[config.mk]
export PLATFORM = sky130hd
export DESIGN_NAME = blit_wdata_path
export DESIGN_NICKNAME = d
export VERILOG_FILES = /design/src/common/blit_pkg.sv /design/src/data_mux/blit_mask_gen.sv /design/src/data_mux/data_mux.sv /design/src/rtl/blit_logic_unit.sv /design/src/rtl/blit_regs.sv /design/src/rtl/blit_wdata_path.sv
export SDC_FILE = /design/constraint.sdc
export NUM_CORES = 1
export LEC_CHECK = 0
export ABC_AREA = 1
export BUFFER_PORTS_ARGS = -buffer_cell sky130_fd_sc_hd__buf_4
export CAP_MARGIN = 25
export CELL_PAD_IN_SITES_DETAIL_PLACEMENT = 0
export CELL_PAD_IN_SITES_GLOBAL_PLACEMENT = 1
export CORE_AREA = 2 2 265 215
export DETAILED_ROUTE_END_ITERATION = 10
export DIE_AREA = 0 0 267 217
export HOLD_SLACK_MARGIN = 0.15
export PLACE_DENSITY_LB_ADDON = 0.1
export SYNTH_ARGS = -nofsm -noshare
export SYNTH_HDL_FRONTEND = slang
export SYNTH_HIERARCHICAL = 1
export SYNTH_SLANG_ARGS = --single-unit
[constraint.sdc]
create_clock -name clk -period 25.2 [get_ports clk]
set_clock_uncertainty 0.2 [all_clocks]
set_input_delay 6.3 -clock clk [delete_from_list [all_inputs] [get_ports clk]]
set_output_delay 6.3 -clock clk [all_outputs]
set_load 0.02 [all_outputs]
[src/common/blit_pkg.sv]
// Blitter write-data path package with phrase widths, register map, select codes and bundles
package blit_pkg;

	// One memory phrase
	localparam int phrase_w = 64;
	localparam int byte_w = 8;
	localparam int bytes_n = phrase_w / byte_w;

	// Write mask, eight fine bits for byte 0 then one bit per byte 1 to 7
	localparam int mask_w = 15;

	// Bit position within a phrase, used for start and end pixel
	localparam int pos_w = 6;

	// Per-byte inhibit, active low
	localparam int inh_w = bytes_n;

	// Logic function truth table, indexed by {source bit, destination bit}
	localparam int lfu_w = 4;

	// Configuration port data width
	localparam int cfg_data_w = 32;

	// Write data source
	typedef enum logic [1:0] {
		sel_patd = 2'd0,
		sel_lfu  = 2'd1,
		sel_addq = 2'd2,
		// Source Z merged into destination Z
		sel_zed  = 2'd3
	} data_sel_e;

	// Configuration register addresses
	typedef enum logic [1:0] {
		reg_pat_lo = 2'd0,
		reg_pat_hi = 2'd1,
		// data_sel in bits 1:0, lfu_func in bits 7:4
		reg_ctrl   = 2'd2
	} cfg_addr_e;

	// Register block contents
	typedef struct packed {
		logic [phrase_w-1:0] pattern;
		data_sel_e           data_sel;
		logic [lfu_w-1:0]    lfu_func;
	} blit_cfg_t;

	// One phrase to merge
	typedef struct packed {
		// Source and destination data
		logic [phrase_w-1:0] srcd;
		logic [phrase_w-1:0] dstd;
		// Source and destination Z
		logic [phrase_w-1:0] srcz;
		logic [phrase_w-1:0] dstz;
		// Four 16-bit adder outputs, lane 0 in the low bits
		logic [phrase_w-1:0] addq;
		// First bit written
		logic [pos_w-1:0]    dstart;
		// One past the last bit written, zero runs to the end
		logic [pos_w-1:0]    dend;
		// Zero protects the byte
		logic [inh_w-1:0]    dbinh_n;
	} phrase_in_t;

	// Merged phrase headed for memory
	typedef struct packed {
		logic [phrase_w-1:0] wdata;
	} phrase_out_t;

endpackage

[src/data_mux/blit_mask_gen.sv]
// Write mask decode from start and end pixel positions and byte inhibits
`timescale 1ns/1ps

module blit_mask_gen
	import blit_pkg::*;
(
	input  logic [pos_w-1:0]  dstart,
	input  logic [pos_w-1:0]  dend,
	input  logic [inh_w-1:0]  dbinh_n,
	output logic [mask_w-1:0] mask
);

	// Start and end hits for the bits of byte 0
	logic [byte_w-1:0]  s_fine;
	logic [byte_w-1:0]  e_fine;
	// Start and end hits for bytes 1 to 7
	logic [bytes_n-1:1] s_coarse;
	logic [bytes_n-1:1] e_coarse;
	// Running chain across the 15 mask positions
	logic [mask_w-1:0]  started;
	logic [mask_w-1:0]  ended;
	logic [mask_w-1:0]  span;

	// Fine decode only when the position lies in byte 0
	assign s_fine = (dstart[pos_w-1:3] == '0) ? (byte_w'(1) << dstart[2:0]) : '0;
	// End of zero never hits, it means run to the end
	assign e_fine = (dend[pos_w-1:3] == '0) ? (byte_w'(1) << dend[2:0]) & ~byte_w'(1) : '0;

	// Byte k covers bit 8k, so a hit falls in (8k-8, 8k]
	always_comb begin
		for (int k = 1; k < bytes_n; k++) begin
			s_coarse[k] = (dstart > pos_w'(byte_w * (k - 1))) &&
				(dstart <= pos_w'(byte_w * k));
			e_coarse[k] = (dend > pos_w'(byte_w * (k - 1))) &&
				(dend <= pos_w'(byte_w * k));
		end
	end

	// Once started stays started, once ended stays ended
	always_comb begin
		started[0] = s_fine[0];
		ended[0] = e_fine[0];
		// Bits 1 to 7 of byte 0
		for (int i = 1; i < byte_w; i++) begin
			started[i] = started[i-1] | s_fine[i];
			ended[i] = ended[i-1] | e_fine[i];
		end
		// Whole bytes 1 to 7 continue the same chain
		for (int k = 1; k < bytes_n; k++) begin
			started[byte_w-1+k] = started[byte_w-2+k] | s_coarse[k];
			ended[byte_w-1+k] = ended[byte_w-2+k] | e_coarse[k];
		end
	end

	// Inside the span when started and not yet ended
	assign span = started & ~ended;

	// Byte 0 inhibit clears all eight fine bits
	assign mask[byte_w-1:0] = dbinh_n[0] ? span[byte_w-1:0] : '0;

	// Upper bytes inhibit one mask bit each
	assign mask[mask_w-1:byte_w] = span[mask_w-1:byte_w] & dbinh_n[inh_w-1:1];

endmodule

[src/data_mux/data_mux.sv]
// Write source select and masked merge with destination data
`timescale 1ns/1ps

module data_mux
	import blit_pkg::*;
(
	input  blit_cfg_t            cfg,
	input  logic [phrase_w-1:0]  lfu_data,
	input  phrase_in_t           phrase,
	input  logic [mask_w-1:0]    mask,
	output logic [phrase_w-1:0]  wdata
);

	// Candidate new data
	logic [phrase_w-1:0] ddat;
	// Data kept where the mask is clear
	logic [phrase_w-1:0] odat;
	// Z mode swaps both sides of the merge
	logic                zed_sel;

	assign zed_sel = (cfg.data_sel == sel_zed);

	// Source select
	always_comb begin
		unique case (cfg.data_sel)
			sel_patd: ddat = cfg.pattern;
			sel_lfu:  ddat = lfu_data;
			// Adder lanes already packed lane 0 lowest
			sel_addq: ddat = phrase.addq;
			sel_zed:  ddat = phrase.srcz;
			default:  ddat = '0;
		endcase
	end

	// Destination Z in Z mode, destination data otherwise
	assign odat = zed_sel ? phrase.dstz : phrase.dstd;

	// Byte 0 merges bit by bit
	assign wdata[byte_w-1:0] = (mask[byte_w-1:0] & ddat[byte_w-1:0]) |
		(~mask[byte_w-1:0] & odat[byte_w-1:0]);

	// Bytes 1 to 7 merge whole bytes
	always_comb begin
		for (int k = 1; k < bytes_n; k++) begin
			if (mask[byte_w-1+k]) begin
				wdata[k*byte_w +: byte_w] = ddat[k*byte_w +: byte_w];
			end else begin
				wdata[k*byte_w +: byte_w] = odat[k*byte_w +: byte_w];
			end
		end
	end

endmodule

[src/rtl/blit_logic_unit.sv]
// Bitwise boolean function of source and destination from a 4-bit truth table
`timescale 1ns/1ps

module blit_logic_unit
	import blit_pkg::*;
(
	input  logic [lfu_w-1:0]    lfu_func,
	input  logic [phrase_w-1:0] srcd,
	input  logic [phrase_w-1:0] dstd,
	output logic [phrase_w-1:0] lfu_data
);

	// Minterms of each source and destination pair
	logic [phrase_w-1:0] m_nsnd;
	logic [phrase_w-1:0] m_nsd;
	logic [phrase_w-1:0] m_snd;
	logic [phrase_w-1:0] m_sd;

	// Index 0, neither bit set
	assign m_nsnd = ~srcd & ~dstd;
	// Index 1, destination only
	assign m_nsd = ~srcd & dstd;
	// Index 2, source only
	assign m_snd = srcd & ~dstd;
	// Index 3, both set
	assign m_sd = srcd & dstd;

	// Sum of the minterms enabled by the truth table
	// 4'b1100 copies source, 4'b0110 is XOR, 4'b1111 is all ones
	assign lfu_data = ({phrase_w{lfu_func[0]}} & m_nsnd) |
		({phrase_w{lfu_func[1]}} & m_nsd) |
		({phrase_w{lfu_func[2]}} & m_snd) |
		({phrase_w{lfu_func[3]}} & m_sd);

endmodule

[src/rtl/blit_regs.sv]
// Configuration registers for pattern, data select and logic function
`timescale 1ns/1ps

module blit_regs
	import blit_pkg::*;
(
	input  logic                  clk,
	input  logic                  arst_n,
	input  logic                  cfg_we,
	input  cfg_addr_e             cfg_addr,
	input  logic [cfg_data_w-1:0] cfg_wdata,
	output blit_cfg_t             cfg
);

	// Pattern low half
	always_ff @(posedge clk or negedge arst_n) begin
		if (!arst_n) begin
			cfg.pattern[cfg_data_w-1:0] <= '0;
		end else if (cfg_we && cfg_addr == reg_pat_lo) begin
			cfg.pattern[cfg_data_w-1:0] <= cfg_wdata;
		end
	end

	// Pattern high half
	always_ff @(posedge clk or negedge arst_n) begin
		if (!arst_n) begin
			cfg.pattern[phrase_w-1:cfg_data_w] <= '0;
		end else if (cfg_we && cfg_addr == reg_pat_hi) begin
			cfg.pattern[phrase_w-1:cfg_data_w] <= cfg_wdata;
		end
	end

	// Control word with select and function
	always_ff @(posedge clk or negedge arst_n) begin
		if (!arst_n) begin
			cfg.data_sel <= sel_patd;
			cfg.lfu_func <= '0;
		end else if (cfg_we) begin
			case (cfg_addr)
				reg_ctrl: begin
					cfg.data_sel <= data_sel_e'(cfg_wdata[1:0]);
					cfg.lfu_func <= cfg_wdata[7:4];
				end
				// Address 3 and the pattern halves leave control alone
				default: begin
					cfg.data_sel <= cfg.data_sel;
					cfg.lfu_func <= cfg.lfu_func;
				end
			endcase
		end
	end

	// A control write with an undefined select would poison every later phrase
	ctrl_sel_known: assert property (
		@(posedge clk) disable iff (!arst_n)
		(cfg_we && cfg_addr == reg_ctrl) |-> !$isunknown(cfg_wdata[1:0])
	) else $error("reg_ctrl write with unknown data_sel");

endmodule

[src/rtl/blit_wdata_path.sv]
// Write-data path top, two-stage valid/ready pipeline around mask, logic unit and mux
`timescale 1ns/1ps

module blit_wdata_path
	import blit_pkg::*;
(
	input  logic                  clk,
	input  logic                  arst_n,
	input  logic                  cfg_we,
	input  cfg_addr_e             cfg_addr,
	input  logic [cfg_data_w-1:0] cfg_wdata,
	input  logic                  in_valid,
	output logic                  in_ready,
	input  phrase_in_t            in_phrase,
	output logic                  out_valid,
	input  logic                  out_ready,
	output phrase_out_t           out_phrase
);

	blit_cfg_t           cfg;
	// Stage 1 holds the raw phrase
	logic                s1_valid;
	logic                s1_ready;
	phrase_in_t          s1_phrase;
	// Stage 2 holds the merged phrase
	logic                s2_valid;
	logic                s2_ready;
	phrase_out_t         s2_phrase;
	// Combinational results on stage 1
	logic [mask_w-1:0]   mask;
	logic [phrase_w-1:0] lfu_data;
	logic [phrase_w-1:0] wdata;

	blit_regs blit_regs_inst (
		.clk       (clk),
		.arst_n    (arst_n),
		.cfg_we    (cfg_we),
		.cfg_addr  (cfg_addr),
		.cfg_wdata (cfg_wdata),
		.cfg       (cfg)
	);

	blit_mask_gen blit_mask_gen_inst (
		.dstart  (s1_phrase.dstart),
		.dend    (s1_phrase.dend),
		.dbinh_n (s1_phrase.dbinh_n),
		.mask    (mask)
	);

	blit_logic_unit blit_logic_unit_inst (
		.lfu_func (cfg.lfu_func),
		.srcd     (s1_phrase.srcd),
		.dstd     (s1_phrase.dstd),
		.lfu_data (lfu_data)
	);

	data_mux data_mux_inst (
		.cfg      (cfg),
		.lfu_data (lfu_data),
		.phrase   (s1_phrase),
		.mask     (mask),
		.wdata    (wdata)
	);

	// Ready when empty or when the content leaves this cycle
	assign s2_ready = !s2_valid || out_ready;
	assign s1_ready = !s1_valid || s2_ready;
	assign in_ready = s1_ready;

	always_ff @(posedge clk or negedge arst_n) begin
		if (!arst_n) begin
			s1_valid <= 1'b0;
			s2_valid <= 1'b0;
		end else begin
			if (s1_ready) begin
				s1_valid <= in_valid;
			end
			if (s2_ready) begin
				s2_valid <= s1_valid;
			end
		end
	end

	// Payload loads only on a transfer into the stage
	always_ff @(posedge clk) begin
		if (in_valid && s1_ready) begin
			s1_phrase <= in_phrase;
		end
		if (s1_valid && s2_ready) begin
			s2_phrase.wdata <= wdata;
		end
	end

	assign out_valid = s2_valid;
	assign out_phrase = s2_phrase;

	// Held output under back-pressure
	out_hold: assert property (
		@(posedge clk) disable iff (!arst_n)
		(out_valid && !out_ready) |=> (out_valid && $stable(out_phrase))
	) else $error("out_valid or out_phrase changed while stalled");

	// Register block select must be defined whenever the mux feeds stage 2
	sel_known: assert property (
		@(posedge clk) disable iff (!arst_n)
		s1_valid |-> !$isunknown(cfg.data_sel)
	) else $error("data_sel unknown with a phrase in stage 1");

endmodule
==> results of run 1 <==
[final cells by class]
| type | instances | area share, % |
|---|---|---|
| sequential | 476 | 51.10 |
| multi-input combinational | 1352 | 22.50 |
| timing repair buffer | 461 | 12.91 |
| clock buffer | 74 | 5.261 |
| inverter | 301 | 4.220 |
| tap | 760 | 3.486 |
| clock inverter | 19 | 0.5000 |
| antenna | 3 | 0.02752 |
[worst max path at each step]
stage,cells past startpoint,from,end,slack [ns]
after floorplan,4,out_ready,s1_phrase[0]$_DFFE_PP_,11.20
after global placement,4,out_ready,in_ready,11.89
after detailed placement,4,out_ready,in_ready,11.89
after CTS,4,out_ready,in_ready,11.89
after global routing,4,out_ready,in_ready,11.85
final,4,out_ready,in_ready,11.89
[power groups by stage]
stage	registers [mW]	clock network (mW)	logic (mW)
floorplan	1.00	0	0.202
global placement	0.989	0	0.342
detailed placement	0.990	0	0.349
CTS	0.975	0.744	0.351
global route	0.981	0.776	0.387
finish	0.974	0.728	0.348
[cell usage in the layout (no fill, tap or decap), types with 8 or more instances in the layout]
master,n
clkbuf_1,18
dfrtp_1,70
nand2_1,692
o21bai_1,55
o21ai_0,67
inv_1,293
edfxtp_1,404
clkinv_1,9
buf_4,458
a21boi_0,8
nand4_1,39
nand3_1,299
clkbuf_16,53
a21oi_1,113
nor2_1,53
clkinv_2,8
or2_2,9
[cells by family (layout without fill, tap and decap cells)]
family          count (synthesis)  in the layout
simple gates                 1103           1103
buf+inv                       409            855
flops                         476            476
xor+xnor                        1              1
compound gates                248            248
other cells                     0              3
[registers in the layout, indices dropped and copies added, names as in the netlist]
name and flops:
s1_phrase 340, blit_regs_inst/cfg 70, out_phrase 64, out_valid 1, s1_valid 1
[metrics by stage]
step,instance area (um^2),util [%],hold slack [ns]
2_1_floorplan,21920,-,0.2419
3_3_place_gp,25620,45.97,0.2578
3_5_place_dp,25640,46.02,0.2595
4_1_cts,27210,48.84,0.2749
5_1_grt,27270,48.94,0.2883
6_report,27280,48.95,0.2699
[metal layers]
metal	up-vias	share of wire, %	global-route usage, %
met5	-	0.073	0
met4	8	1.7	5.655
met3	99	6.1	4.435
met2	492	47	38.37
met1	8183	45	33.08
li1	8241	-	-
[worst max-delay path, stage by stage]
cell     delay [ns]
buf_4          0.11
inv_1          0.13
nand3_2        0.10
buf_4          0.17
==> results.json, run 1 <==
{
  "outcome": "complete, no violations",
  "critical_path.reg2reg.startpoint": "out_valid$_DFFE_PN0P_",
  "synthDominantAreaCellType": "edfxtp_1",
  "syn_inst": 2237,
  "clock-root-buffer": "clkbuf_16",
  "vias_in_the_first_global_route": 16560,
  "detail_route.wirelength_um": 69600,
  "yosys.area_share.xor_xnor_pct": 0.03995,
  "multi_input_comb_area_um2": 6137,
  "worst_hold_path_type": "flip-flop to flip-flop",
  "die-area_um2": 57940,
  "min_period_over_period_pct": 52.81,
  "hold_depth": 2,
  "share_of_power_burned_in_registers_pct": 47.5,
  "total_iterations_of_the_first_detailed_routing_run": 5,
  "combinational_family_with_the_most_area_after_synthesis": "simple AND/OR/NAND/NOR gates",
  "antenna_left": 0,
  "fp.coreArea_um2": 55730,
  "data_required_time_at_the_worst_endpoint_ns": 18.70,
  "numPlacedInstances": 3348,
  "ctsResizeCount": 0,
  "syn_area_um2": 21920,
  "power.ir.vdd_worst_mv": 0.06320,
  "cap_violations": 0,
  "timing.final.ws_setup_ns": 11.89,
  "comb_power_share_pct": 17.0,
  "worstReg2RegEnd": "s1_phrase[261]$_DFFE_PP_",
  "num-nets-final": 3021,
  "gp_congestion": 0.8168,
  "drt-vias-per-instance": 4.940,
  "post-cts-setup-buffer-count": 0,
  "remaining_drc_errors": 0,
  "synth-async-reset-ratio_pct": 15.13,
  "synth_top_cells_by_area": "edfxtp_1 55%, nand2_1 12%, dfrtp_1 8.2%",
  "timing.final.max_slew_violations": 0,
  "clock_insertion_delay_worst_skew_ns": 0.60,
  "holdBufCountCts": 0,
  "dpl_worst_slack_ns": 11.89,
  "final_period_minus_worst_setup_slack_ns": 13.31,
  "syn_avg_cell_area_um2": 9.800,
  "die_width_um": 267,
  "die-height_um": 217,
  "tritoncts": "built",
  "crit_path_end_kind": "primary output",
  "slew_at_the_pin_with_the_worst_max_slew_slack_ns": 1.079,
  "post-synth-top-count-cell": "nand2_1",
  "p_sw_share_pct": 28.04,
  "max-clock-path-buffers": 3,
  "synth_edf_count": 404,
  "synth-warning-count": 6,
  "grt_start_max_net_pins": 142,
  "ff_latch_count_synth": 476,
  "antenna_violations_before_repair": 6,
  "grt_ovf": 0,
  "post_synth_and_or_nand_nor_area_fraction_pct": 21.44,
  "timing.final.setup_violations": 0,
  "port-buffer-count": 444,
  "fillerInstances": 5183,
  "worst-r2r-cell-count": 5,
  "rsz0062_at_grt": "false",
  "worst_setup_path_class": "input port to primary output",
  "dp_hpwl_um": 45970,
  "synth.yosys.seq_area_share_pct": 63.55,
  "final.setup.tns_ns": 0,
  "power.net_switching_mw": 0.5750,
  "seqCellArea_um2": 13940,
  "yosysUniqueCellTypes": 33,
  "regToRegSetupSlack_ns": 21.47,
  "power_report.internal_total_mw": 1.475,
  "syn2layout_area_growth_pct": 24.42,
  "initial_core_util_pct": 39.34,
  "synth-adder-area-share_pct": 0,
  "syn-num-nets": 2616,
  "h-tree-depth": 2,
  "count_of_boundary_i_o_pins": 445,
  "numCtsBuffers": 50,
  "synth_compound_gate_area_share_pct": 6.420,
  "clkTransAtPathRegs_ns": 0.06,
  "numClockSinks": 476,
  "clock.fmax_mhz": 75.15,
  "row_count": 78,
  "timing.critical_path.from_type": "input port",
  "cellPowerDensity_nw_per_um2": 75.16,
  "top_ff_cell_synth": "edfxtp_1",
  "min_to": "blit_regs_inst/cfg[38]$_DFFE_PN0P_",
  "grt.total_usage_pct": 23.71,
  "initialDrtViolationCount": 1427,
  "clock_network_fraction_of_design_power_pct": 35.5,
  "vias": 17023,
  "slew_headroom_pct": 28.08,
  "power_leakage_nw": 12.38,
  "critical_path_peak_fanout": 3,
  "critPathArrivalTime_ns": 6.81,
  "synth_top_cells_by_count": "692 x nand2_1, 404 x edfxtp_1, 299 x nand3_1, 294 x inv_1, 114 x a21oi_1",
  "drive_above_1_share_pct": 20.76,
  "layoutNonFillerInstCount": 3446,
  "avgRoutedWirePerCell_um": 20.20,
  "synth.area.mux_share_pct": 0,
  "final-hold-violation-count": 0,
  "synth_largest_type_area_fraction_pct": 55.34,
  "timing.hold.worst.start": "blit_regs_inst/cfg[38]$_DFFE_PN0P_",
  "grt_pass1_wl_um": 102000,
  "post-layout-total-power_mw": 2.050
}
Note: power is estimated with default switching activity, not from simulation.
==> run 2, diff against run 1 <==
Settings changed: ABC_AREA 1 to 0, CORE_AREA 2 2 265 215 to 2 2 256 208, DIE_AREA 0 0 267 217 to 0 0 258 210.
Clock period 25.2 ns to 13.2 ns, I/O delays scaled along.
==> results.json, run 2 <==
{
  "outcome": "complete, no violations",
  "max_flop_register": "s1_phrase",
  "drt-vias-per-instance": 5.298,
  "dpl_worst_slack_ns": 5.977,
  "row_count": 75,
  "timing.final.setup_violations": 0,
  "synthDominantAreaCellType": "edfxtp_1",
  "clock.fmax_mhz": 138.5,
  "drive_above_1_share_pct": 46.64,
  "syn_area_um2": 20440,
  "worst_setup_path_class": "input port to primary output",
  "yosysUniqueCellTypes": 55,
  "worst-r2r-cell-count": 5,
  "cellPowerDensity_nw_per_um2": 155.8,
  "total_iterations_of_the_first_detailed_routing_run": 5,
  "cp_cell_sequence": "buf_4, nand3b_4, buf_4",
  "timing.critical_path.from_type": "input port",
  "numPlacedInstances": 2177,
  "final-hold-violation-count": 0,
  "min_to": "blit_regs_inst/cfg[47]$_DFFE_PN0P_",
  "data_required_time_at_the_worst_endpoint_ns": 9.70,
  "timing.hold.worst.start": "blit_regs_inst/cfg[47]$_DFFE_PN0P_",
  "grt.total_usage_pct": 21.73,
  "initial_core_util_pct": 39.54,
  "synth_top_cells_by_area": "edfxtp_1 59%, dfrtp_1 8.8%, mux4_2 6.6%",
  "synth-warning-count": 6,
  "h-tree-depth": 2,
  "syn-num-nets": 1491,
  "standard_cell_with_the_maximum_stage_delay_on_the_critical_path": "buf_4",
  "ff_latch_count_synth": 476,
  "cap_violations": 0,
  "regToRegSetupSlack_ns": 9.69,
  "worstReg2RegEnd": "out_phrase[45]$_DFFE_PP_",
  "final_cell_mix": "463 x buf_4, 404 x edfxtp_1, 120 x mux2i_1, 68 x mux2_2, 66 x dfrtp_1",
  "synth_top_cells_by_count": "404 x edfxtp_1, 120 x mux2i_1, 72 x dfrtp_1, 68 x mux2_2",
  "slew_at_the_pin_with_the_worst_max_slew_slack_ns": 1.458,
  "post-synth-top-count-cell": "edfxtp_1",
  "grt_pass1_wl_um": 85220,
  "cpMostUsedCell": "buf_4",
  "largest_register_ff_count": 340,
  "final_period_minus_worst_setup_slack_ns": 7.222,
  "synth.yosys.seq_area_share_pct": 68.16,
  "fillerInstances": 4410,
  "antenna_left": 0,
  "clock-root-buffer": "clkbuf_16",
  "layout.cells.most_common": "buf_4",
  "vias": 12075,
  "count_of_boundary_i_o_pins": 445,
  "top_ff_cell_synth": "edfxtp_1",
  "max-clock-path-buffers": 3,
  "power_leakage_nw": 10.19,
  "avgRoutedWirePerCell_um": 26.07,
  "holdBufCountCts": 0,
  "ctsResizeCount": 0,
  "min_period_over_period_pct": 54.71,
  "syn_avg_cell_area_um2": 18.38,
  "grt_start_max_net_pins": 167,
  "die-height_um": 210,
  "numClockSinks": 476,
  "post-cts-setup-buffer-count": 0,
  "hold_depth": 1,
  "tritoncts": "built",
  "die-area_um2": 54180,
  "clock_insertion_delay_worst_skew_ns": 0.58,
  "critical_path.reg2reg.startpoint": "s1_phrase[9]$_DFFE_PP_",
  "slew_headroom_pct": 2.832,
  "final.setup.tns_ns": 0,
  "timing.final.max_slew_violations": 0,
  "detail_route.wirelength_um": 59420,
  "remaining_drc_errors": 0,
  "syn2layout_area_growth_pct": 27.16,
  "die_width_um": 258,
  "dp_hpwl_um": 39420,
  "synth_edf_count": 404,
  "rsz0062_at_grt": "false",
  "antenna_violations_before_repair": 16,
  "fp.coreArea_um2": 51710,
  "port-buffer-count": 444,
  "crit_path_end_kind": "primary output",
  "power.ir.vdd_worst_mv": 0.09876,
  "syn_inst": 1112,
  "synth_largest_type_area_fraction_pct": 59.34,
  "critical_path.max_stage_delay_ns": 0.16,
  "num-nets-final": 1916,
  "clkTransAtPathRegs_ns": 0.06,
  "gp_congestion": 0.8108,
  "vias_in_the_first_global_route": 12753,
  "numCtsBuffers": 49,
  "initialDrtViolationCount": 889,
  "timing.final.ws_setup_ns": 5.978,
  "critical_path_peak_fanout": 3,
  "final_cell_area_um2": 26000,
  "layoutNonFillerInstCount": 2279,
  "placed_cell_area_um2": 24290,
  "grt_ovf": 0,
  "synth-async-reset-ratio_pct": 15.13,
  "worst_hold_path_type": "flip-flop to flip-flop",
  "critPathArrivalTime_ns": 3.72
}
==> run 2: changes by cell type after synthesis, moves of 68 or more <==
cell     change
a21oi_1    -108
inv_1      -292
mux2_2      +68
mux2i_1    +120
nand2_1    -682
nand3_1    -296
==> run 2: how the worst max path moves through the flow <==
stage               end  cells past startpoint      start
6_report       in_ready                      3  out_ready
5_1_grt        in_ready                      3  out_ready
4_1_cts        in_ready                      3  out_ready
3_5_place_dp   in_ready                      3  out_ready
3_3_place_gp   in_ready                      3  out_ready
2_1_floorplan  in_ready                      1  out_ready
==> run 2: final cells by class <==
| cell class | instances | area [um^2] | area share [%] |
|---|---|---|---|
| Timing Repair Buffer | 466 | 3543 | 13.63 |
| Sequential cell | 476 | 13950 | 53.65 |
| Multi-Input combinational cell | 542 | 5946 | 22.87 |
| Inverter | 2 | 7.507 | 0.02888 |
| Clock inverter | 21 | 275.3 | 1.059 |
| Antenna cell | 8 | 20.02 | 0.07701 |
| Tap cell | 693 | 867.1 | 3.335 |
| Clock buffer | 71 | 1391 | 5.352 |
==> run 2: cells by family (layout without fill, tap and decap cells) <==
family	count (synthesis)	after routing	synth area share [%]
other	0	8	0
AOI/OAI and AO/OA	149	149	7.448
xor gates and xnor gates	1	1	0.04285
DFF	476	476	68.16
muxes	265	265	17.46
buffers and inverters	94	560	2.870
and+or+nand+nor	127	127	4.021
==> run 2: critical path, delay by kind of cell <==
family	cells	cell delay [ns]
buffers and inverters	2	0.27
and+or+nand+nor	1	0.15
==> run 2: report_power, final <==
group	switching (mW)	internal, mW
Clock	0.579	0.867
Sequential	0.0959	1.80
Combinational	0.366	0.340
Total	1.04	3.01
==> run 2: through the flow <==
step / util, % / total power [mW] / hold slack, ns
3_5_place_dp: 46.99 / 2.646 / 0.2926
5_1_grt: 50.26 / 4.211 / 0.3307
2_1_floorplan: - / 2.357 / 0.2503
3_3_place_gp: 46.89 / 2.635 / 0.2925
6_report: 50.28 / 4.050 / 0.3071
4_1_cts: 50.21 / 4.102 / 0.3080
==> run 2: per-layer routing <==
metal / vias to the layer above / wire [um] / global-route usage (%)
met3: 90 / 4003 / 5.135
met5: - / 114 / 0
met1: 6131 / 24540 / 28.94
met2: 391 / 29560 / 35.56
li1: 5447 / - / -
met4: 16 / 1208 / 6.498
